### src/vec_consts.svh
//////////////////////////////////////////////////////////////////////
// Vector coprocessor constants
// Register file sizes and the Wishbone byte address map
//////////////////////////////////////////////////////////////////////

`ifndef VEC_CONSTS_SVH
`define VEC_CONSTS_SVH

// Register file geometry, SEW fixed at 32 and LMUL at 1
`define VEC_NREGS 8
`define VEC_VLMAX 8
`define VEC_ELEN 32

//////////////////////////////////////////////////////////////////////
// Host address map, 12-bit byte addresses
//////////////////////////////////////////////////////////////////////

`define VEC_ADDR_RS1 12'h000
`define VEC_ADDR_INSTR 12'h004
`define VEC_ADDR_STATUS 12'h008
`define VEC_ADDR_RD 12'h00C
// Element window, offset is reg * 32 + element * 4
`define VEC_ADDR_VREG 12'h100

`endif

### src/vec_regfile.sv
//////////////////////////////////////////////////////////////////////
// Vector register file
// 8 registers of 8 x 32-bit elements, two read ports, one write port
//////////////////////////////////////////////////////////////////////

`timescale 1ns/1ps
`include "vec_consts.svh"

module vec_regfile #(
	parameter int RI_W = $clog2(`VEC_NREGS),
	parameter int EL_W = $clog2(`VEC_VLMAX)
) (
	input  logic                 clk_i,
	input  logic                 rst_n_i,
	input  logic [RI_W-1:0]      ra_a_i,
	input  logic [RI_W-1:0]      ra_b_i,
	input  logic [EL_W-1:0]      el_i,
	output logic [`VEC_ELEN-1:0] rd_a_o,
	output logic [`VEC_ELEN-1:0] rd_b_o,
	input  logic                 we_i,
	input  logic [RI_W-1:0]      wa_i,
	input  logic [EL_W-1:0]      wel_i,
	input  logic [`VEC_ELEN-1:0] wd_i
);

	logic [`VEC_ELEN-1:0] mem_q [`VEC_NREGS][`VEC_VLMAX];

	always_ff @(posedge clk_i or negedge rst_n_i) begin
		if (!rst_n_i) begin
			for (int r = 0; r < `VEC_NREGS; r++) begin
				for (int e = 0; e < `VEC_VLMAX; e++) begin
					mem_q[r][e] <= '0;
				end
			end
		end else if (we_i) begin
			mem_q[wa_i][wel_i] <= wd_i;
		end
	end

	// Both ports read the same element
	assign rd_a_o = mem_q[ra_a_i][el_i];
	assign rd_b_o = mem_q[ra_b_i][el_i];

	assert property (@(posedge clk_i) disable iff (!rst_n_i) we_i |-> !$isunknown(wa_i))
	else $error("write with unknown register address");

endmodule : vec_regfile

### config.mk
export PLATFORM = sky130hd
export DESIGN_NAME = vec_regfile
export DESIGN_NICKNAME = d
export VERILOG_FILES = /design/src/vec_regfile.sv
export VERILOG_INCLUDE_DIRS = /design/src
export SDC_FILE = /design/constraint.sdc
export NUM_CORES = 2
export LEC_CHECK = 0
export BUFFER_PORTS_ARGS = -buffer_cell sky130_fd_sc_hd__buf_2
export CORE_AREA = 4 4 782 473
export CTS_CLUSTER_DIAMETER = 100
export DETAILED_ROUTE_END_ITERATION = 6
export DIE_AREA = 0 0 786 477
export PLACE_DENSITY = 0.53
export SLEW_MARGIN = 10
export SYNTH_ARGS = -nofsm -noshare
export SYNTH_HDL_FRONTEND = slang
export SYNTH_SLANG_ARGS = --single-unit
### constraint.sdc
create_clock -name clk_i -period 5 [get_ports clk_i]
set_input_delay 1.5 -clock clk_i [delete_from_list [all_inputs] [get_ports clk_i]]
set_output_delay 1.5 -clock clk_i [all_outputs]
set_load 0.005 [all_outputs]
# Yosys cells after proc, flatten, opt, wreduce, memory -nomap -nowiden
# Index checks and enable logic that the tools add are counted.
# Widths: inputs -> output; s select.
# op_classes
order_cmp	7
muxes	17
n_bitwise	5
reduce_logical	2
# ops
operator	n
$bwmux 2048	1
$bmux 256 s3	2
$mux 256	5
$demux 256 s3	1
$bmux 32 s3	2
$mux 32	5
$demux 32 s3	1
$ge 4x4->1 const B	5
$not 3->4	5
$lt 4x1->1 const B	2
$logic_and 1x1->1	2
# word_totals
reg_bits	2048
inputBits	50
output_inout_bits	64

# Depth between registers and ports, before layout
# logic_depth
word_depth	8
depth_mapped	11
mapped_depth_nobuf	5

# Worst setup path before layout
# No wires, ideal clock.
# synth_path
path_kind	input to output
from	in ra_a_i[1]
to	out rd_a_o[10]
t_arrival_ps	3376
required_ps	3500
setup_slack_ps	124
stages	7
path_buffers	3
path_cell_list	buf_2 -> clkbuf_1 -> clkbuf_1 -> mux4_2 -> a221oi_2 -> o22ai_1 -> or3_1
# synth_via
elab_chain_len	7
# synth_rtl
element	line	text
start: declaration	vec_regfile.sv:15	input logic [RI_W-1:0] ra_a_i,
$not 3->4 (not written as such)	vec_regfile.sv:41	assign rd_a_o = mem_q[ra_a_i][el_i];
$bmux 256 s3	vec_regfile.sv:41	
$mux 256 (not written as such) (2 in series)	vec_regfile.sv:41	
$bmux 32 s3	vec_regfile.sv:41	
$mux 32 (not written as such) (2 in series)	vec_regfile.sv:41	
end: declaration	vec_regfile.sv:18	output logic [`VEC_ELEN-1:0] rd_a_o,
# Every way passes these cells. The select of a mux whose other input is x is not followed.

# Worst setup path after layout
# layout_path
from	in ra_b_i[0]
to	out rd_b_o[23]
# layout_via
elab_chain_len	7
# layout_rtl
element	line	text
start: declaration	vec_regfile.sv:16	input logic [RI_W-1:0] ra_b_i,
$not 3->4 (not written as such)	vec_regfile.sv:42	assign rd_b_o = mem_q[ra_b_i][el_i];
$bmux 256 s3	vec_regfile.sv:42	
$mux 256 (not written as such) (2 in series)	vec_regfile.sv:42	
$bmux 32 s3	vec_regfile.sv:42	
$mux 32 (not written as such) (2 in series)	vec_regfile.sv:42	
end: declaration	vec_regfile.sv:19	output logic [`VEC_ELEN-1:0] rd_b_o,
# Every way passes these cells. The select of a mux whose other input is x is not followed.

==> flow_metrics.env <==
export IMPL_gp_routability_congestion=0.859
export IMPL_portBuffers=113
export IMPL_largest_register_ff_count=2048
export IMPL_registers_with_the_most_flip_flops="mem_q x2048"
export IMPL_failed_checks="setup timing"
export IMPL_clk_transition_reported_paths_ns=0.07
export IMPL_netlist_area_leader_share=0.472
export IMPL_largest_register="mem_q"
export IMPL_slew_limit_headroom=0.0851
export IMPL_crit_fanout=6
export IMPL_vias=73544
export IMPL_grt_setup_unrepaired="true"
export IMPL_finalCritPeriodShare=1.06
export IMPL_synthTopCellsByArea="sky130_fd_sc_hd__dfrtp_1 47%, sky130_fd_sc_hd__mux4_2 20%, sky130_fd_sc_hd__mux2_2 20%"
export IMPL_status="complete, but fails checks"
export IMPL_synthCells=6910
export IMPL_max_clock_path_buffers=4
export IMPL_synth_largest_area_cell="sky130_fd_sc_hd__dfrtp_1"
export IMPL_overflow=0
export IMPL_layout_min_cycle_time_ns=5.30
export IMPL_final_design_area_no_fill_mm2=0.134
export IMPL_timing_critical_path_cells="buf_16 -> buf_16 -> buf_12 -> mux4_2 -> a22o_1 -> a221oi_4 -> buf_6 -> o22ai_2 -> or3_4 -> buf_6"
export IMPL_area_post_placement_mm2=0.121
export IMPL_floorplan_io_pins=114
export IMPL_synth_ff_latch_count=2048
export IMPL_die_area_mm2=0.375
export IMPL_clock_tree_from_tritoncts="built"
export IMPL_die_height_um=477
export IMPL_postSynthAreaPerCell_um2=15.7
export IMPL_grt_antenna_before_repair=36
export IMPL_fin_nets=7532
export IMPL_drt_initial_drc_count=8042
export IMPL_worst_hold_path_type="in -> async"
export IMPL_route_detailed_wl_per_inst_um=34.9
export IMPL_drtAntennaViolNets=0
export IMPL_worst_endpoint_arrival_ns=3.80
export IMPL_critPathLaunchType="primary input"
export IMPL_yosysSeqAreaShare=0.472
export IMPL_chipWidth_um=786
export IMPL_placement_rows=171
export IMPL_peakVddDrop_mv=0.253
export IMPL_area_growth_synth_to_final_pct=23.7
export IMPL_largest_net_degree_at_the_start_of_global_routing=105
export IMPL_least_margin_pin_slew_ns=1.37
export IMPL_drt_drc_violations_left=0
export IMPL_critical_path_max_stage_delay_ns=0.49
export IMPL_groute_usage_overall=0.228
export IMPL_finalSetupTns_ns=-11.11
export IMPL_max_freq_mhz=189
export IMPL_grt_first_pass_wirelength_um=610000
export IMPL_syn_area_mm2=0.109
export IMPL_insertion_delay_ns=0.87
export IMPL_power_density_mw_per_mm2=346
export IMPL_number_of_buffers_added_to_fix_hold_violations_after_cts=0
export IMPL_cap_viol_max_count=0
export IMPL_critical_path_required_ns=3.50
export IMPL_design_power_total_mw=46.4
export IMPL_yosys_warnings=0
export IMPL_leakagePower_nw=58.7
export IMPL_timing_final_setup_violations=63
export IMPL_clock_sinks=2048
export IMPL_cts_inserted_buffers=204
export IMPL_drt_first_pass_iters=5
export IMPL_place_ws_ns=-1.33
export IMPL_number_of_global_route_vias_before_repair=74655
export IMPL_final_layout_size_suffix_gt1_frac=0.622
export IMPL_drt_wirelength_um=436000
export IMPL_cp_slowest_cell="sky130_fd_sc_hd__mux4_2"
export IMPL_h_tree_level_count=4
export IMPL_initial_core_utilization=0.300
export IMPL_routed_via_density=5.88
export IMPL_layout_setup_ws_ns=-0.298
export IMPL_core_area_mm2=0.362
export IMPL_synth_net_count=6960
export IMPL_timing_clock_skew_ns=0
export IMPL_clockRootBuffer="sky130_fd_sc_hd__clkbuf_16"
export IMPL_ys_types=47
export IMPL_detailedPlacementHpwl_um=277000
export IMPL_report_final_hold_viol_count=0
export IMPL_layout_core_utilization=0.371
export IMPL_timing_critical_path_to_type="output pin"
export IMPL_timing_final_max_slew_violations=0
export IMPL_timing_worst_setup_path_type="in -> out"
## synth_stat cells, drive strengths merged
| cell | count |
|---|---|
| a211o | 1 |
| a211oi | 5 |
| a21oi | 12 |
| a221o | 5 |
| a221oi | 103 |
| a22o | 102 |
| a22oi | 43 |
| a2bb2oi | 3 |
| a311oi | 5 |
| a31oi | 7 |
| a41oi | 1 |
| and2 | 6 |
| and3 | 12 |
| buf | 364 |
| clkbuf | 411 |
| dfrtp | 2048 |
| mux2 | 2097 |
| mux2i | 241 |
| mux4 | 995 |
| nand2 | 41 |
| nand2b | 12 |
| nand3 | 26 |
| nand3b | 5 |
| nand4 | 1 |
| nor2 | 71 |
| nor2b | 28 |
| nor3 | 7 |
| nor3b | 2 |
| nor4 | 2 |
| nor4b | 1 |
| o211a | 2 |
| o211ai | 1 |
| o21ai | 13 |
| o221ai | 5 |
| o22ai | 170 |
| o31ai | 10 |
| or2 | 2 |
| or3 | 48 |
| or3b | 2 |
## power breakdown
part	internal [mW]	total (mW)	switching, mW
Sequential	18.8	20.5	1.73
Combinational	5.29	9.14	3.85
Clock	9.63	16.8	7.15
## metrics by stage
stage | hold slack [ns] | cells
final | 0.506 | 12497
after global routing | 0.520 | 12489
after CTS | 0.511 | 12385
after detailed placement | 0.497 | 11882
after global placement | 0.480 | 11882
after floorplan | 0.470 | 6910
## timing repair
action	4_1_cts	5_1_grt
pin swaps	105	114
setup buffers	123	106
setup endpoints to repair	64	64
resized for setup	475	245
cloned	23	14
## metal layers
layer,up-vias,part of all wire,wire length [µm],GRT usage
li1,28370,-,-,-
met1,40640,0.44,191000,0.335
met2,3786,0.41,180000,0.315
met3,736,0.11,49900,0.0774
met4,12,0.033,14300,0.0645
met5,-,0.00018,78,0
## worst max-delay path, delay by kind of cell
| kind | cells | cell delay, ns |
|---|---|---|
| AOI/OAI and AO/OA | 3 | 0.58 |
| and+or+nand+nor | 1 | 0.40 |
| muxes | 1 | 0.49 |
| buffers and inverters | 5 | 0.80 |
## cell usage in the layout (no fill, tap or decap), types with 19 or more instances in the layout
| cell | synthesis | layout |
|---|---|---|
| sky130_fd_sc_hd__dfrtp_1 | 2048 | 2048 |
| sky130_fd_sc_hd__mux2_2 | 1882 | 1878 |
| sky130_fd_sc_hd__mux4_2 | 975 | 977 |
| sky130_fd_sc_hd__buf_4 | 47 | 648 |
| sky130_fd_sc_hd__buf_12 | 2 | 229 |
| sky130_fd_sc_hd__clkbuf_16 | 0 | 219 |
| sky130_fd_sc_hd__mux2_1 | 215 | 215 |
| sky130_fd_sc_hd__mux2i_1 | 241 | 202 |
| sky130_fd_sc_hd__o22ai_1 | 170 | 109 |
| sky130_fd_sc_hd__buf_6 | 35 | 108 |
| sky130_fd_sc_hd__a22o_1 | 102 | 99 |
| sky130_fd_sc_hd__a221oi_2 | 22 | 88 |
| sky130_fd_sc_hd__buf_16 | 0 | 56 |
| sky130_fd_sc_hd__buf_2 | 177 | 56 |
| sky130_fd_sc_hd__nor2_4 | 0 | 52 |
| sky130_fd_sc_hd__o22ai_2 | 0 | 49 |
| sky130_fd_sc_hd__clkinv_2 | 0 | 45 |
| sky130_fd_sc_hd__clkbuf_8 | 0 | 41 |
| sky130_fd_sc_hd__or3_4 | 0 | 40 |
| sky130_fd_sc_hd__bufinv_16 | 0 | 29 |
| sky130_fd_sc_hd__a22oi_1 | 43 | 26 |
| sky130_fd_sc_hd__clkbuf_1 | 410 | 26 |
| sky130_fd_sc_hd__buf_8 | 0 | 24 |
| sky130_fd_sc_hd__nand3_1 | 26 | 23 |
| sky130_fd_sc_hd__mux2i_2 | 0 | 21 |
| sky130_fd_sc_hd__nand2_1 | 41 | 19 |
## layout make-up
type | instances | area [µm²]
Antenna cell | 12 | 30.0
Clock inverter | 93 | 1270
Tap cell | 4844 | 6060
Timing Repair Buffer | 1141 | 13400
Clock buffer | 272 | 5790
Sequential cell | 2048 | 51200
Multi-Input combinational cell | 4087 | 56400
Fill cell | 33593 | 228000
## path summary, 6_finish.rpt
kind                             start     endpoint  slack (ns)  cells after the start
setup / recovery             ra_b_i[0]   rd_b_o[23]       -0.30                     10
max in group asynchronous      rst_n_i  mem_q[1877]        2.91                      3
hold reg to reg            mem_q[1584]  mem_q[1584]        0.51                      1
min in group clk_i         mem_q[1584]  mem_q[1584]        0.51                      1
hold / removal                 rst_n_i   mem_q[161]        0.51                      1
setup reg to reg           mem_q[2034]  mem_q[2034]        4.16                      1
## kinds of logic after synthesis
family                 after synthesis  synth area share
muxes                             3333             0.447
DFF                               2048             0.472
buffers and inverters              775            0.0332
AOI/OAI and AO/OA                  488            0.0351
and+or+nand+nor                    266            0.0125
(Power assumes the default switching activity.)
