## src/vec_consts.svh

```systemverilog
//////////////////////////////////////////////////////////////////////
// Vector coprocessor constants
// Register file sizes and the Wishbone byte address map
//////////////////////////////////////////////////////////////////////

`ifndef VEC_CONSTS_SVH
`define VEC_CONSTS_SVH

// Register file geometry, SEW fixed at 32 and LMUL at 1
`define VEC_NREGS 8
`define VEC_VLMAX 8
`define VEC_ELEN 32

//////////////////////////////////////////////////////////////////////
// Host address map, 12-bit byte addresses
//////////////////////////////////////////////////////////////////////

`define VEC_ADDR_RS1 12'h000
`define VEC_ADDR_INSTR 12'h004
`define VEC_ADDR_STATUS 12'h008
`define VEC_ADDR_RD 12'h00C
// Element window, offset is reg * 32 + element * 4
`define VEC_ADDR_VREG 12'h100

`endif

```

## src/vec_pkg.sv

```systemverilog
//////////////////////////////////////////////////////////////////////
// Vector coprocessor types
// Operation and operand-source encodings shared by the datapath
//////////////////////////////////////////////////////////////////////

package vec_pkg;

	// Element operation, VOP_CFG marks the vset family
	typedef enum logic [3:0] {
		VOP_ADD,
		VOP_SUB,
		VOP_RSUB,
		VOP_AND,
		VOP_OR,
		VOP_XOR,
		VOP_SLL,
		VOP_SRL,
		VOP_SRA,
		VOP_MIN,
		VOP_MINU,
		VOP_MAX,
		VOP_MAXU,
		VOP_MV,
		VOP_CFG
	} vec_op_e;

	// Where the second operand comes from
	typedef enum logic [1:0] {
		SRC_VS1,
		SRC_XS,
		SRC_IMM
	} vec_src_e;

endpackage : vec_pkg

```

## src/vec_decoder.sv

```systemverilog
//////////////////////////////////////////////////////////////////////
// Vector instruction decoder
// Classifies an RVV instruction word into config or integer element op
//////////////////////////////////////////////////////////////////////

`timescale 1ns/1ps
`include "vec_consts.svh"

module vec_decoder import vec_pkg::*; (
	input  logic        instr_valid_i,
	input  logic [31:0] instr_i,
	input  logic [31:0] rs1_i,
	output logic        illegal_o,
	output logic        valid_o,
	output vec_op_e     op_o,
	output vec_src_e    src_o,
	output logic [4:0]  vd_o,
	output logic [4:0]  vs1_o,
	output logic [4:0]  vs2_o,
	output logic [31:0] imm_o,
	output logic [4:0]  cfg_rd_o,
	output logic [31:0] cfg_avl_o,
	output logic        keep_vl_o
);

	localparam logic [6:0] OPC_VEC = 7'b1010111;
	localparam logic [2:0] F3_IVV  = 3'b000;
	localparam logic [2:0] F3_IVI  = 3'b011;
	localparam logic [2:0] F3_IVX  = 3'b100;
	localparam logic [2:0] F3_CFG  = 3'b111;
	localparam logic [2:0] VSEW_32 = 3'b010;

	logic [5:0] funct6;
	logic [2:0] funct3;
	logic [4:0] fld_rs1;
	logic       vtype_bad;
	// Legal forms of the matched funct6 as {vi, vx, vv}
	logic [2:0] forms;
	logic       bad;

	assign funct6   = instr_i[31:26];
	assign funct3   = instr_i[14:12];
	assign fld_rs1  = instr_i[19:15];
	assign vd_o     = instr_i[11:7];
	assign vs1_o    = instr_i[19:15];
	assign vs2_o    = instr_i[24:20];
	assign cfg_rd_o = instr_i[11:7];
	assign imm_o    = {{27{instr_i[19]}}, instr_i[19:15]};

	// Only LMUL 1 and SEW 32 exist here
	assign vtype_bad = (instr_i[22:20] != 3'b000) || (instr_i[25:23] != VSEW_32);

	always_comb begin
		bad       = 1'b0;
		forms     = 3'b000;
		op_o      = VOP_ADD;
		src_o     = SRC_VS1;
		cfg_avl_o = rs1_i;
		keep_vl_o = 1'b0;

		if (instr_i[6:0] != OPC_VEC) begin
			bad = 1'b1;
		end else if (funct3 == F3_CFG) begin
			op_o = VOP_CFG;
			if (!instr_i[31]) begin
				bad = vtype_bad;
			end else if (instr_i[31:30] == 2'b11) begin
				// vsetivli carries the AVL as uimm
				bad       = vtype_bad;
				cfg_avl_o = {27'b0, fld_rs1};
			end else if (instr_i[31:25] != 7'b1000000) begin
				bad = 1'b1;
			end
			// The vtype of vsetvl sits in x[rs2] and is not checked
			if (instr_i[31:30] != 2'b11 && fld_rs1 == 5'd0) begin
				if (cfg_rd_o != 5'd0) begin
					cfg_avl_o = '1;
				end else begin
					keep_vl_o = 1'b1;
				end
			end
		end else begin
			case (funct3)
				F3_IVV: src_o = SRC_VS1;
				F3_IVX: src_o = SRC_XS;
				F3_IVI: src_o = SRC_IMM;
				default: bad = 1'b1;
			endcase

			case (funct6)
				6'b000000: begin op_o = VOP_ADD;  forms = 3'b111; end
				6'b000010: begin op_o = VOP_SUB;  forms = 3'b011; end
				6'b000011: begin op_o = VOP_RSUB; forms = 3'b110; end
				6'b000100: begin op_o = VOP_MINU; forms = 3'b011; end
				6'b000101: begin op_o = VOP_MIN;  forms = 3'b011; end
				6'b000110: begin op_o = VOP_MAXU; forms = 3'b011; end
				6'b000111: begin op_o = VOP_MAX;  forms = 3'b011; end
				6'b001001: begin op_o = VOP_AND;  forms = 3'b111; end
				6'b001010: begin op_o = VOP_OR;   forms = 3'b111; end
				6'b001011: begin op_o = VOP_XOR;  forms = 3'b111; end
				6'b010111: begin op_o = VOP_MV;   forms = 3'b111; end
				6'b100101: begin op_o = VOP_SLL;  forms = 3'b111; end
				6'b101000: begin op_o = VOP_SRL;  forms = 3'b111; end
				6'b101001: begin op_o = VOP_SRA;  forms = 3'b111; end
				default: bad = 1'b1;
			endcase

			if (!((funct3 == F3_IVV && forms[0]) || (funct3 == F3_IVX && forms[1]) ||
					(funct3 == F3_IVI && forms[2]))) begin
				bad = 1'b1;
			end
			// vm = 0 marks masked forms and vmerge
			if (!instr_i[25]) begin
				bad = 1'b1;
			end
			if (vd_o >= `VEC_NREGS || vs2_o >= `VEC_NREGS) begin
				bad = 1'b1;
			end
			if (src_o == SRC_VS1 && vs1_o >= `VEC_NREGS) begin
				bad = 1'b1;
			end
		end
	end

	assign illegal_o = instr_valid_i & bad;
	assign valid_o   = instr_valid_i & ~bad;

endmodule : vec_decoder

```

## config.mk

```make
export PLATFORM = sky130hd
export DESIGN_NAME = vec_decoder
export DESIGN_NICKNAME = d
export VERILOG_FILES = /design/src/vec_pkg.sv /design/src/vec_decoder.sv
export VERILOG_INCLUDE_DIRS = /design/src
export SDC_FILE = /design/constraint.sdc
export NUM_CORES = 1
export LEC_CHECK = 0
export BUFFER_PORTS_ARGS = -buffer_cell sky130_fd_sc_hd__buf_2
export CORE_UTILIZATION = 38
export DETAILED_ROUTE_END_ITERATION = 8
export GPL_ROUTABILITY_DRIVEN = 0
export PLACE_DENSITY = 0.91
export SLEW_MARGIN = 10
export SYNTH_ARGS = -nofsm -noshare
export SYNTH_HDL_FRONTEND = slang
export SYNTH_SLANG_ARGS = --single-unit
```

## constraint.sdc

```tcl
create_clock -name vclk -period 2.09
set_input_delay 0.209 -clock vclk [all_inputs]
set_output_delay 0.209 -clock vclk [all_outputs]
set_load 0.01 [all_outputs]
```

== Yosys cells after proc, flatten, opt, wreduce, memory -nomap -nowiden ==
Cells that the tools add are included.

* Muxes and demuxes: 32
* Equal/unequal tests: 21
* Magnitude comparators: 3
* Reduce and logical (&&, ||, !) cells: 19
* Bitwise logic cells: 3

{| class="wikitable"
|+ Operator list
! cell !! count
|-
| 32-bit two-way mux || 6
|-
| 4-bit one-hot mux with 13 select lines || 1
|-
| 6-bit by 3-bit equality test with 1-bit output, second input constant || 4
|-
| 6-bit by 4-bit equality test with 1-bit output, second input constant || 3
|-
| 6-bit equality test, second input constant || 3
|-
| 5-bit by 4-bit greater-or-equal comparator with 1-bit output, second input constant || 3
|-
| 1-bit two-way mux || 15
|-
| 7-bit inequality test, second input constant || 2
|-
| 14-bit OR reduction || 1
|-
| 6-bit by 2-bit equality test with 1-bit output, second input constant || 2
|-
| 3-bit one-hot mux with 3 select lines || 1
|-
| 2-bit two-way mux || 4
|-
| 4-bit two-way mux || 2
|-
| 8-bit OR reduction || 1
|-
| 3-bit equality test, second input constant || 2
|-
| 6-bit by 5-bit equality test with 1-bit output, second input constant || 1
|-
| 6-bit zero test || 1
|-
| 3-bit two-way mux || 2
|-
| 1-bit logical AND || 5
|-
| 5-bit zero test || 1
|-
| 5-bit nonzero test || 1
|-
| 5-bit OR reduction || 1
|-
| 1-bit logical OR || 4
|-
| 2-bit one-hot mux with 2 select lines || 1
|-
| other kinds (10) || 11
|}

* Flip-flop bits (word level): 0
* Bits of input ports: 65
* Logic and storage cells: 78

== Longest topological paths before layout ==
* Word-level depth: 16
* Mapped depth: 6

== Worst setup path before layout ==
OpenSTA, ideal clock, no wires.

* Kind: in2out
* Start point: input port instr_i[30]
* End point: output port valid_o
* Required time: 1.881 ns
* Arrival: 1.341 ns
* Stages on the path: 6
* Path slack: 0.540 ns
* Cell sequence: buf_2 > nor3b_1 > o21ai_1 > o211ai_1 > a211oi_1 > nor4_1

* Longest elaborated chain between the ends: 16
* Elaborated cells on any way between the ends: 39

{| class="wikitable"
|+ RTL lines
! what !! RTL line !! text
|-
| start: declaration || vec_decoder.sv:11 || <nowiki>input logic [31:0] instr_i,</nowiki>
|-
| 6-bit equality test (tied with other cells) || vec_decoder.sv:90 || <nowiki>case (funct6)</nowiki>
|-
| 8-bit OR reduction (no line) or 5-bit OR reduction (tied branches) || -- ||
|-
| 3-bit one-hot mux with 3 select lines || vec_decoder.sv:90 ||
|-
| 3-bit two-way mux || vec_decoder.sv:63 || <nowiki>end else if (funct3 == F3_CFG) begin</nowiki>
|-
| 3-bit two-way mux || vec_decoder.sv:61 || <nowiki>if (instr_i[6:0] != OPC_VEC) begin</nowiki>
|-
| 1-bit logical AND || vec_decoder.sv:108 || <nowiki>if (!((funct3 == F3_IVV && forms[0]) || (funct3 == F3_IVX && forms[1]) ||</nowiki>
|-
| 1-bit logical OR (2 in a row) || vec_decoder.sv:108 ||
|-
| 1-bit two-way mux || vec_decoder.sv:108 ||
|-
| 1-bit two-way mux || vec_decoder.sv:113 || <nowiki>if (!instr_i[25]) begin</nowiki>
|-
| 1-bit two-way mux || vec_decoder.sv:116 || <nowiki>if (vd_o >= `VEC_NREGS || vs2_o >= `VEC_NREGS) begin</nowiki>
|-
| 1-bit two-way mux || vec_decoder.sv:119 || <nowiki>if (src_o == SRC_VS1 && vs1_o >= `VEC_NREGS) begin</nowiki>
|-
| 1-bit two-way mux * || vec_decoder.sv:63 ||
|-
| 1-bit two-way mux * || vec_decoder.sv:61 ||
|-
| 1-bit NOT * || vec_decoder.sv:126 || <nowiki>assign valid_o = instr_valid_i & ~bad;</nowiki>
|-
| 1-bit AND * || vec_decoder.sv:126 ||
|-
| end: declaration || vec_decoder.sv:14 || <nowiki>output logic valid_o,</nowiki>
|}

Every way passes the cells marked *; elsewhere a longest branch is shown, timed or not. The select of a mux whose other input is x is not followed.

== Final worst setup path ==
* Start point: input port instr_i[31]
* End point: output port cfg_avl_o[21]

* Longest elaborated chain between the ends: 7
* Elaborated cells on any way between the ends: 9

{| class="wikitable"
|+ RTL lines
! what !! RTL line !! text
|-
| 2-bit equality test || vec_decoder.sv:67 || <nowiki>end else if (instr_i[31:30] == 2'b11) begin</nowiki>
|-
| 32-bit two-way mux || vec_decoder.sv:67 ||
|-
| 32-bit two-way mux || vec_decoder.sv:65 || <nowiki>if (!instr_i[31]) begin</nowiki>
|-
| 32-bit two-way mux || vec_decoder.sv:76 || <nowiki>if (cfg_rd_o != 5'd0) begin</nowiki>
|-
| 32-bit two-way mux * || vec_decoder.sv:75 || <nowiki>if (instr_i[31:30] != 2'b11 && fld_rs1 == 5'd0) begin</nowiki>
|-
| 32-bit two-way mux * || vec_decoder.sv:63 ||
|-
| 32-bit two-way mux * || vec_decoder.sv:61 ||
|-
| end: declaration || vec_decoder.sv:22 || <nowiki>output logic [31:0] cfg_avl_o,</nowiki>
|}

Every way passes the cells marked *; elsewhere a longest branch is shown, timed or not.

==> metrics <==
Slew HR 75.62%; post-synth top area share about 29%; sequential cell area 0 sq um; Total Routed Length a little under 4000 microns; worst path cell trace buf_2 -> a211oi_1 -> nand4_4 -> nor2_8 -> a21o_2 -> buf_2; Die H slightly above 60 microns; syn nets 245; register area share after synthesis 0%; Critical Path AT approximately 1.7 ns; drt drc 0; worst hold slack approximately 0.62 ns; RSZ-0062 raised after global routing no; multi-input combinational cell area approximately 860 sq um; final net count about 350; Vias/cell approximately 5; initial core utilization 39.81%; crit share post-route roughly nine tenths; measured slew at the worst slew-check pin 0.3629 ns; # port buffers roughly 160; pin count of the biggest net entering global routing 31; Setup Fix Bufs, Post-CTS 0; Filler cells approximately 360; # setup viols final 0; Top cell by count, worst path buf_2; Syn-to-layout area delta 30.65%; Syn Inst Count between 150 and 200; initial antenna violation count 0; clkbuf count 0; Final HPWL DP approximately 3200 microns; first-pass GRT wire length around 4700 microns; Achievable Freq 0.5352 GHz; Hold Path Class primary input to primary output; Total GRT Usage about 16%; Synth warnings 0; Slowest-stage cell, CP a211oi_1; Die W roughly 60 microns; initial DRC count 42; Netlist cell types 42; Levels on crit path 6; HP Start instr_i[21]; final setup TNS 0 ns; total chip power around 0.31 mW; Pre-Repair DR Iteration Count 4; crit end category primary output; Area contributors post-synth buf_4 (29%), a21o_2 (16%), mux2i_1 (4.5%), o21ai_0 (4.5%), buf_6 (3.4%); Resize count post-CTS 0; run status completed; Post-DRT Antenna Nets 0; Syn Std Cell Area ~1300 sq um; layout cell share with drive strength beyond 1 between 70% and 80%; Fin. Hold Viols 0; max-slew violation count 0; max cap viols 0; top-count cell post-synth buf_4; critical path startpoint instr_i[31]; CP Launch Type primary input; crit-path max cell delay approximately 0.39 ns; crit path buf inv count 2; Max VDD drop between 0.09 and 0.1 mV; largest area contributor in the netlist buf_4; Synth top cells by count buf_4 (52), a21o_2 (24), o21ai_0 (12); CORE AREA roughly 3400 sq um; power per cell area around 180 nW/um^2; Vias between 1500 and 2000; CP Data Required Time 1.88 ns; GRT Residual Overflow 0; Ant. Diodes 0; worst-path fanout max 27; Crit Path Class primary input to primary output; crit path capture cfg_avl_o[21]; Core Rows 21; I/O pin count approximately 160; minimum clock period about 1.9 ns; Top Family by Delay on Critical Path simple AND/OR/NAND/NOR gates; vias in the first global route between 1000 and 1500; Leak Pwr roughly 1.1 nW; # hold bufs at CTS 0; full die area 3764 sq um; Mean Syn Cell Area roughly 7.4 sq um; Seq cells 0; drt wl/cell between 10 and 15 microns
==> kinds of logic after synthesis <==
kind of cell           after synthesis  share of synthesized area (%)
AO/OA/AOI/OAI                       58                          31.49
XOR/XNOR                             1                         0.6543
buffers and inverters               66                          35.79
multiplexers                         6                          4.486
AND/OR/NAND/NOR                     49                          27.57
==> routing by layer <==
layer,part of all wire (%),routed length (microns),GRT usage (%)
met2,48,1841,28.88
met1,43,1645,23.18
met3,9.7,376,0.6303
met5,0,0,0
met4,0,0,0
==> layout by cell type (no fill, tap or decap), types with 3 or more instances in the layout <==
cell type / count
buf_2: 158
a21o_2: 24
o21ai_0: 12
nand2_1: 8
nor2_1: 7
mux2i_1: 6
nor3b_1: 6
a21oi_1: 5
buf_4: 4
a211oi_1: 3
nor3_1: 3
a21o_1: 3
nand3_1: 3
inv_1: 3
o211ai_1: 3
==> worst min-delay path by stage <==
stage | cells past startpoint | end | slack, ns
finish | 2 | vs2_o[1] | 0.62
global placement | 2 | vs2_o[1] | 0.62
detailed placement | 2 | vs2_o[2] | 0.62
CTS | 2 | vs2_o[2] | 0.62
global route | 2 | vs2_o[1] | 0.65
floorplan | 1 | src_o[1] | 0.47
==> final cells by class <==
| type | instances | share of cell area (%) |
|---|---|---|
| multi-input combinational | 114 | 49.14 |
| timing repair buffer | 162 | 46.92 |
| tap | 46 | 3.290 |
| inverter | 3 | 0.6438 |
==> stage by stage <==
stage | area (sq um) | setup WS (ns) | utilization [%] | instances
after floorplan | 1339 | 0.5397 | - | 180
after global routing | 1749 | 0.09461 | 52.01 | 325
after global placement | 1749 | 0.2546 | 52.01 | 325
final | 1749 | 0.2217 | 52.01 | 325
after CTS | 1749 | 0.2124 | 52.01 | 325
after detailed placement | 1749 | 0.2207 | 52.01 | 325
==> power breakdown <==
group          switching, mW  total, mW  internal [mW]
Clock                      0          0              0
Sequential                 0          0              0
Combinational          0.164      0.312          0.148
No activity file was read; power rests on OpenSTA's default activity.
