$ cat config.mk
export PLATFORM = sky130hd
export DESIGN_NAME = vec_controller
export DESIGN_NICKNAME = d
export VERILOG_FILES = /design/src/vec_pkg.sv /design/src/vec_controller.sv
export VERILOG_INCLUDE_DIRS = /design/src
export SDC_FILE = /design/constraint.sdc
export NUM_CORES = 1
export LEC_CHECK = 0
export BUFFER_PORTS_ARGS = -buffer_cell sky130_fd_sc_hd__buf_2
export CAP_MARGIN = 20
export CORE_AREA = 2 2 162 164
export DETAILED_ROUTE_END_ITERATION = 6
export DIE_AREA = 0 0 164 166
export PLACE_DENSITY = 0.5
export SYNTH_ARGS = -nofsm -noshare
export SYNTH_HDL_FRONTEND = slang
export SYNTH_SLANG_ARGS = --single-unit
$ cat constraint.sdc
create_clock -name clk_i -period 2.7 [get_ports clk_i]
set_input_delay 0.405 -clock clk_i [delete_from_list [all_inputs] [get_ports clk_i]]
set_output_delay 0.405 -clock clk_i [all_outputs]
set_load 0.005 [all_outputs]
$ cat src/vec_consts.svh
//////////////////////////////////////////////////////////////////////
// Vector coprocessor constants
// Register file sizes and the Wishbone byte address map
//////////////////////////////////////////////////////////////////////

`ifndef VEC_CONSTS_SVH
`define VEC_CONSTS_SVH

// Register file geometry, SEW fixed at 32 and LMUL at 1
`define VEC_NREGS 8
`define VEC_VLMAX 8
`define VEC_ELEN 32

//////////////////////////////////////////////////////////////////////
// Host address map, 12-bit byte addresses
//////////////////////////////////////////////////////////////////////

`define VEC_ADDR_RS1 12'h000
`define VEC_ADDR_INSTR 12'h004
`define VEC_ADDR_STATUS 12'h008
`define VEC_ADDR_RD 12'h00C
// Element window, offset is reg * 32 + element * 4
`define VEC_ADDR_VREG 12'h100

`endif

$ cat src/vec_pkg.sv
//////////////////////////////////////////////////////////////////////
// Vector coprocessor types
// Operation and operand-source encodings shared by the datapath
//////////////////////////////////////////////////////////////////////

package vec_pkg;

	// Element operation, VOP_CFG marks the vset family
	typedef enum logic [3:0] {
		VOP_ADD,
		VOP_SUB,
		VOP_RSUB,
		VOP_AND,
		VOP_OR,
		VOP_XOR,
		VOP_SLL,
		VOP_SRL,
		VOP_SRA,
		VOP_MIN,
		VOP_MINU,
		VOP_MAX,
		VOP_MAXU,
		VOP_MV,
		VOP_CFG
	} vec_op_e;

	// Where the second operand comes from
	typedef enum logic [1:0] {
		SRC_VS1,
		SRC_XS,
		SRC_IMM
	} vec_src_e;

endpackage : vec_pkg

$ cat src/vec_controller.sv
//////////////////////////////////////////////////////////////////////
// Vector unit controller
// Wishbone slave, vl and rd state, and the element sequencer
//////////////////////////////////////////////////////////////////////

`timescale 1ns/1ps
`include "vec_consts.svh"

module vec_controller import vec_pkg::*; #(
	parameter int VL_W = $clog2(`VEC_VLMAX + 1),
	parameter int EL_W = $clog2(`VEC_VLMAX),
	parameter int RI_W = $clog2(`VEC_NREGS)
) (
	input  logic                 clk_i,
	input  logic                 rst_n_i,
	// Wishbone slave
	input  logic                 cyc_i,
	input  logic                 stb_i,
	input  logic                 we_i,
	input  logic [11:0]          adr_i,
	input  logic [31:0]          dat_i,
	output logic [31:0]          dat_o,
	output logic                 ack_o,
	output logic                 err_o,
	// Decoder
	output logic                 instr_valid_o,
	output logic [`VEC_ELEN-1:0] rs1_o,
	input  logic                 dec_illegal_i,
	input  logic                 dec_valid_i,
	input  vec_op_e              dec_op_i,
	input  vec_src_e             dec_src_i,
	input  logic [4:0]           dec_vd_i,
	input  logic [4:0]           dec_vs1_i,
	input  logic [4:0]           dec_vs2_i,
	input  logic [31:0]          dec_imm_i,
	input  logic [4:0]           dec_cfg_rd_i,
	input  logic [31:0]          dec_cfg_avl_i,
	input  logic                 dec_keep_vl_i,
	// Register file
	output logic [RI_W-1:0]      rf_ra_a_o,
	output logic [RI_W-1:0]      rf_ra_b_o,
	output logic [EL_W-1:0]      rf_el_o,
	input  logic [`VEC_ELEN-1:0] rf_rd_a_i,
	input  logic [`VEC_ELEN-1:0] rf_rd_b_i,
	output logic                 rf_we_o,
	output logic [RI_W-1:0]      rf_wa_o,
	output logic [EL_W-1:0]      rf_wel_o,
	output logic [`VEC_ELEN-1:0] rf_wd_o,
	// ALU
	output vec_op_e              alu_op_o,
	output logic [`VEC_ELEN-1:0] alu_a_o,
	output logic [`VEC_ELEN-1:0] alu_b_o,
	input  logic [`VEC_ELEN-1:0] alu_res_i
);

	typedef enum logic [1:0] {S_IDLE, S_RUN, S_RESP} state_e;

	state_e               state_q;
	logic [EL_W-1:0]      el_q;
	logic [VL_W-1:0]      vl_q;
	logic [VL_W-1:0]      cfg_vl;
	logic [`VEC_ELEN-1:0] rs1_q;
	logic [`VEC_ELEN-1:0] rd_val_q;
	logic [`VEC_ELEN-1:0] rdata;
	vec_op_e              op_q;
	vec_src_e             src_q;
	logic [RI_W-1:0]      vd_q;
	logic [RI_W-1:0]      vs1_q;
	logic [RI_W-1:0]      vs2_q;
	logic [`VEC_ELEN-1:0] imm_q;
	logic                 start;
	logic                 hit_win;
	logic                 addr_ok;
	logic                 running;
	logic                 last_el;

	assign start   = (state_q == S_IDLE) && cyc_i && stb_i;
	assign hit_win = (adr_i & 12'hF00) == `VEC_ADDR_VREG;
	assign addr_ok = hit_win || (adr_i inside {`VEC_ADDR_RS1, `VEC_ADDR_INSTR,
		`VEC_ADDR_STATUS, `VEC_ADDR_RD});
	assign running = (state_q == S_RUN);
	assign last_el = (VL_W'(el_q) == vl_q - VL_W'(1));

	assign instr_valid_o = start && we_i && (adr_i == `VEC_ADDR_INSTR);
	assign rs1_o         = rs1_q;

	// New vl, capped at VLMAX
	always_comb begin
		if (dec_keep_vl_i) begin
			cfg_vl = vl_q;
		end else if (dec_cfg_avl_i > `VEC_VLMAX) begin
			cfg_vl = VL_W'(`VEC_VLMAX);
		end else begin
			cfg_vl = dec_cfg_avl_i[VL_W-1:0];
		end
	end

	//////////////////////////////////////////////////////////////////////
	// Register file and ALU ports, host window when idle
	//////////////////////////////////////////////////////////////////////

	assign rf_ra_a_o = running ? vs2_q : adr_i[7:5];
	assign rf_ra_b_o = vs1_q;
	assign rf_el_o   = running ? el_q : adr_i[4:2];
	assign rf_we_o   = running || (start && we_i && hit_win);
	assign rf_wa_o   = running ? vd_q : adr_i[7:5];
	assign rf_wel_o  = running ? el_q : adr_i[4:2];
	assign rf_wd_o   = running ? alu_res_i : dat_i;

	assign alu_op_o = op_q;
	assign alu_a_o  = rf_rd_a_i;

	always_comb begin
		case (src_q)
			SRC_XS:  alu_b_o = rs1_q;
			SRC_IMM: alu_b_o = imm_q;
			default: alu_b_o = rf_rd_b_i;
		endcase
	end

	always_comb begin
		rdata = '0;
		if (hit_win) begin
			rdata = rf_rd_a_i;
		end else if (adr_i == `VEC_ADDR_RS1) begin
			rdata = rs1_q;
		end else if (adr_i == `VEC_ADDR_STATUS) begin
			rdata[VL_W-1:0] = vl_q;
		end else if (adr_i == `VEC_ADDR_RD) begin
			rdata = rd_val_q;
		end
	end

	//////////////////////////////////////////////////////////////////////
	// Sequencer
	//////////////////////////////////////////////////////////////////////

	always_ff @(posedge clk_i or negedge rst_n_i) begin
		if (!rst_n_i) begin
			state_q  <= S_IDLE;
			el_q     <= '0;
			vl_q     <= '0;
			rs1_q    <= '0;
			rd_val_q <= '0;
			ack_o    <= 1'b0;
			err_o    <= 1'b0;
		end else begin
			ack_o <= 1'b0;
			err_o <= 1'b0;
			case (state_q)
				S_IDLE: begin
					if (instr_valid_o) begin
						state_q <= S_RESP;
						if (dec_illegal_i) begin
							err_o <= 1'b1;
						end else if (dec_valid_i && dec_op_i == VOP_CFG) begin
							vl_q  <= cfg_vl;
							ack_o <= 1'b1;
							// Writes to x0 are dropped
							if (dec_cfg_rd_i != 5'd0) begin
								rd_val_q <= {{(`VEC_ELEN - VL_W){1'b0}}, cfg_vl};
							end
						end else if (vl_q == '0) begin
							ack_o <= 1'b1;
						end else begin
							el_q    <= '0;
							state_q <= S_RUN;
						end
					end else if (start) begin
						state_q <= S_RESP;
						if (!addr_ok) begin
							err_o <= 1'b1;
						end else begin
							ack_o <= 1'b1;
							if (we_i && adr_i == `VEC_ADDR_RS1) begin
								rs1_q <= dat_i;
							end
						end
					end
				end
				S_RUN: begin
					if (last_el) begin
						ack_o   <= 1'b1;
						state_q <= S_RESP;
					end else begin
						el_q <= el_q + 1'b1;
					end
				end
				default: state_q <= S_IDLE;
			endcase
		end
	end

	// Decoded fields and read data
	always_ff @(posedge clk_i) begin
		if (instr_valid_o && dec_valid_i) begin
			op_q  <= dec_op_i;
			src_q <= dec_src_i;
			vd_q  <= dec_vd_i[RI_W-1:0];
			vs1_q <= dec_vs1_i[RI_W-1:0];
			vs2_q <= dec_vs2_i[RI_W-1:0];
			imm_q <= dec_imm_i;
		end
		if (start && !we_i) begin
			dat_o <= rdata;
		end
	end

	assert property (@(posedge clk_i) disable iff (!rst_n_i) !(ack_o && err_o))
	else $error("ack and err raised together");

	assert property (@(posedge clk_i) disable iff (!rst_n_i) running |-> (VL_W'(el_q) < vl_q))
	else $error("element counter ran past vl");

endmodule : vec_controller

* Word-level counts from Yosys, hierarchy flattened
Cells that the tools add are included.
Word-level totals: register bits 126, input bits 238
Operators by class: reductions and logical operators 23, eq/ne operators 16, add/subtract/negate cells 2, bitwise operators 2, order comparisons 1, multiplexer cells 38
Operators by type and width (number):
- $mux W32 | 3
- $pmux W32 S2 | 1
- $gt A32 B4 Y1 const B | 1
- $mux W28 | 1
- $eq A12 B4 Y1 const B | 2
- $mux W3 | 8
- $mux W4 | 4
- $eq A12 B3 Y1 const B | 1
- $logic_not A12 Y1 | 1
- $mux W1 | 12
- $mux W2 | 6
- $ne A2 B2 Y1 const B | 5
- $reduce_and A5 Y1 | 2
- $logic_and A1 B1 Y1 | 9
- $pmux W3 S2 | 1
- $reduce_and A6 Y1 | 1
- $reduce_bool A5 Y1 | 1
- $eq A2 B1 Y1 const B | 2
- $eq A3 B4 Y1 | 1
- $eq A4 B1 Y1 const B | 1
- $eq A4 B4 Y1 const B | 1
- $logic_not A4 Y1 | 1
- $pmux W2 S2 | 1
- $reduce_and A4 Y1 | 1
- other kinds (13) | 15

* Depth between registers and ports, before layout
word-level depth 7, depth in mapped cells 7

* Least setup slack after synthesis
Ideal clock, no wire load.
kind input to register, from input adr_i[11], to register op_q[0], in the netlist alu_op_o[0] (enable), required time 2.291 ns, cell stages on the path 6, arrival time 2.517 ns, path slack -0.226 ns, path through nor3_1 > nand3_1 > buf_2 > or2_4 > inv_1 > and2_1
Between the ends: longest elaborated chain between the ends 3
Ends and longest elaborated chain:
- start, declared | RTL line vec_controller.sv:20 | input logic [11:0] adr_i,
- $eq A12 B3 Y1 (no source line)
- $logic_and A1 B1 Y1 | RTL line vec_controller.sv:84 | assign instr_valid_o = start && we_i && (adr_i == `VEC_ADDR_INSTR);
- named net instr_valid_o | RTL line vec_controller.sv:26 | output logic instr_valid_o,
- $logic_and A1 B1 Y1 | RTL line vec_controller.sv:196 | if (instr_valid_o && dec_valid_i) begin
- end signal, assigned | RTL line vec_controller.sv:197 | op_q <= dec_op_i;
- end, declared | RTL line vec_controller.sv:65 | vec_op_e op_q;
The timed path passes the listed nets, and every way through them passes these cells. A chain may end at the register's enable or synchronous reset.

* Final worst setup path
from register src_q[0], to output alu_b_o[15]
Between the ends: longest elaborated chain between the ends 2, elaborated cells between the ends (all ways) 3, those cells by class eq/ne (2); mux (1)
Ends and longest elaborated chain:
- start, declared | RTL line vec_controller.sv:66 | vec_src_e src_q;
- start signal, assigned | RTL line vec_controller.sv:198 | src_q <= dec_src_i;
- $eq A2 B2 Y1 / $eq A2 B1 Y1 (equally long branches) | RTL line vec_controller.sv:114 | case (src_q)
- $pmux W32 S2 * | RTL line vec_controller.sv:114
- end, declared | RTL line vec_controller.sv:52 | output logic [`VEC_ELEN-1:0] alu_b_o,
Mark *: on every way between the ends. The rest lies on a longest branch, timed or not.

==> impl_metrics.tcl <==
set metrics [dict create \
    status "finished, final reports clean" \
    grt_pass1_wl_um 35900 \
    slew_headroom_pct 57.9 \
    hold_path.class "primary input to flop" \
    synth_common_cells "nand2_1 (169), edfxtp_1 (79), dfrtp_1 (47)" \
    clock-root-buffer "clkbuf_16" \
    ys_async_sr_fraction_pct 37.3 \
    synthCells 597 \
    crit_type "flop to primary output" \
    postCtsResizedCells 0 \
    io_buffers 414 \
    drive_gt1_share_pct 52.1 \
    htree_levels 4 \
    dieHeight_um 166 \
    ff_latch_area_um2 3550 \
    cts_tree "done" \
    final_hold_viol_count 0 \
    multi_input_area_um2 2390 \
    setup_tns_ns 0 \
    power_density_nw_per_um2 507 \
    antenna_found_initial 4 \
    synth.distinct_cells 44 \
    p_int_mw 3.58 \
    syn_to_final_growth_pct 46.6 \
    finalNetCount 1225 \
    synth_top_area_share_pct 37.4 \
    setup_viol 0 \
    dpl.hpwl_um 18900 \
    ir_drop_uv 282 \
    max_freq_ghz 0.399 \
    crit_path_end_kind "primary output" \
    synthMostInstantiatedCell "nand2_1" \
    ys_seq_area_share_pct 55.9 \
    start_util_pct 24.8 \
    die-area_um2 27200 \
    p_comb_share_pct 8.5 \
    grt_max_degree 63 \
    cp_data_required_time_ns 2.30 \
    synthTopCellsByArea "edfxtp_1 (37%), dfrtp_1 (19%), nand2_1 (10%)" \
    place_congestion 0.830 \
    netlist.top_cell.by_area "edfxtp_1" \
    routedWlPerCell_um 18.5 \
    netlist_area_um2 6340 \
    ant_nets 0 \
    slew_violations 0 \
    first_pass_iters 5 \
    switching_share_pct 24.0 \
    syn_nets 840 \
    p_switching_mw 1.13 \
    max-cap-violations 0 \
    worstSetupStartpointType "flop" \
    clockBufferDepth 2 \
    tightest_slew_ns 0.632 \
    grt_pass1_vias 5904 \
    die_w_um 164 \
    synth_ff_type "edfxtp_1" \
    synth_edf_count 79 \
    syn-mean-instance-area_um2 10.6 \
    fin_crit_sh_pct 92.7 \
    drt_wl_total_um 24600 \
    postCtsSetupRepairBufs 0 \
    hold_slack_ns 0.159 \
    rows 59 \
    period_needed_ns 2.50 \
    clk_latency_ns 0.41 \
    critPathMaxFanout 16 \
    grt_usage_pct 17.8 \
    drc_errors 0 \
    ys_seq_elements 126 \
    io_pins 421 \
    vias 6054 \
    fillers 2651 \
    skew_ns 0.0111 \
    viasPerCell 4.55 \
    clock_sinks 126 \
    core-area_um2 25600 \
    cts_made_buffers 17 \
    ys_warn_count 0 \
    worstPathArrival_ns 2.10 \
    clockPowerShare_pct 47.5 \
    grt-ovfl-total 0 \
    rsz0062_at_grt "false" \
    drtIter0Drc 373 \
    seq_power_share_pct 44.0 \
    clk_pin_slew_ns 0.07 \
    p_leak_nw 4.48 \
    r2r_setup_slack_ns 0.54 \
]
## flip-flops by register name, indices dropped and copies added (netlist names)
register	flops
alu_op_o	4
src_q	2
el_q	3
vl_q	4
vd_q	3
imm_q	32
ack_o	1
rf_ra_b_o	3
dat_o	32
rd_val_q	4
rs1_o	32
state_q	2
err_o	1
vs2_q	3
## final cells by class
| type | count | area share, % |
|---|---|---|
| repair buffers | 435 | 24.9 |
| multi-input cells | 389 | 25.7 |
| clock buffers | 18 | 4.72 |
| well taps | 335 | 4.51 |
| inverters | 13 | 0.525 |
| flip-flops and latches | 126 | 38.1 |
| clock inverters | 14 | 1.43 |
| diodes | 2 | 0.0538 |
## kinds of logic after synthesis
family | after synthesis | synth area share (%)
AO/OA/AOI/OAI | 127 | 14.0
multiplexers | 38 | 6.75
XOR/XNOR | 3 | 0.414
adder cells (fa/ha/maj) | 5 | 0.986
flip-flops | 126 | 55.9
buffers and inverters | 82 | 7.04
AND/OR/NAND/NOR | 216 | 14.8
## layer usage
layer	share of wire, %	GRT usage [%]	up-vias
li1	-	-	2908
met1	43	22.8	2859
met2	49	29.5	262
met3	6.6	4.40	21
met4	1.1	5.64	4
met5	0.073	0	-
## placed cells by master, fill, tap and decap left out, drive strengths merged, types with 3 or more instances in the layout
cell type / Yosys / routed
clkbuf: 28 / 18
xor2: 3 / 3
nor2: 8 / 8
o21ai: 46 / 46
a22o: 29 / 29
mux2: 38 / 38
dfrtp: 47 / 47
and2: 3 / 3
nor3: 7 / 7
nor2b: 3 / 3
nand3: 4 / 4
a32o: 3 / 3
inv: 13 / 17
clkinvlp: 0 / 3
nand2: 169 / 169
nor4: 11 / 11
clkinv: 0 / 6
edfxtp: 79 / 79
a22oi: 36 / 36
buf: 41 / 434
ha: 5 / 5
## repair_timing
action                                  CTS  global route
hold buffers                              1             0
hold endpoints to repair                  7             0
endpoints found under the setup margin    0             0
## worst max-delay path, stage by stage, from the launching register on
cell and delay (ns):
edfxtp_1 0.39, inv_1 0.08, ha_2 0.43, buf_4 0.26
a22oi_1 0.10, o21ai_0 0.26, buf_2 0.17
## power by group through the flow
stage          sequential (mW)  clock [mW]  combinational (mW)
2_1_floorplan             2.12           0               0.120
3_3_place_gp              2.12           0               0.400
3_5_place_dp              2.12           0               0.402
4_1_cts                   2.08        2.32               0.405
5_1_grt                   2.08        2.40               0.444
6_report                  2.08        2.24               0.400
## metrics by stage
stage | area (um2) | util [%] | cells | setup WS [ns] | power, mW
after detailed placement | 8710 | 34.0 | 1297 | 0.280 | 2.52
final | 9300 | 36.3 | 1332 | 0.196 | 4.72
after global routing | 9300 | 36.3 | 1331 | 0.0704 | 4.92
after floorplan | 6340 | - | 597 | 0.278 | 2.24
after CTS | 9300 | 36.3 | 1330 | 0.147 | 4.80
after global placement | 8710 | 34.0 | 1297 | 0.285 | 2.52
## path summary, 6_finish.rpt
check / startpoint / end / cells past startpoint
worst max-delay path: src_q[0] / alu_b_o[15] / 6
min in group asynchronous: rst_n_i / rs1_o[5] / 2
worst max register to register: state_q[1] / src_q[0] / 6
worst min-delay path: dec_imm_i[9] / imm_q[9] / 1
max in group asynchronous: rst_n_i / el_q[2] / 3
worst min register to register: rd_val_q[0] / rd_val_q[0] / 1
Note: power is estimated with default switching activity, not from simulation.
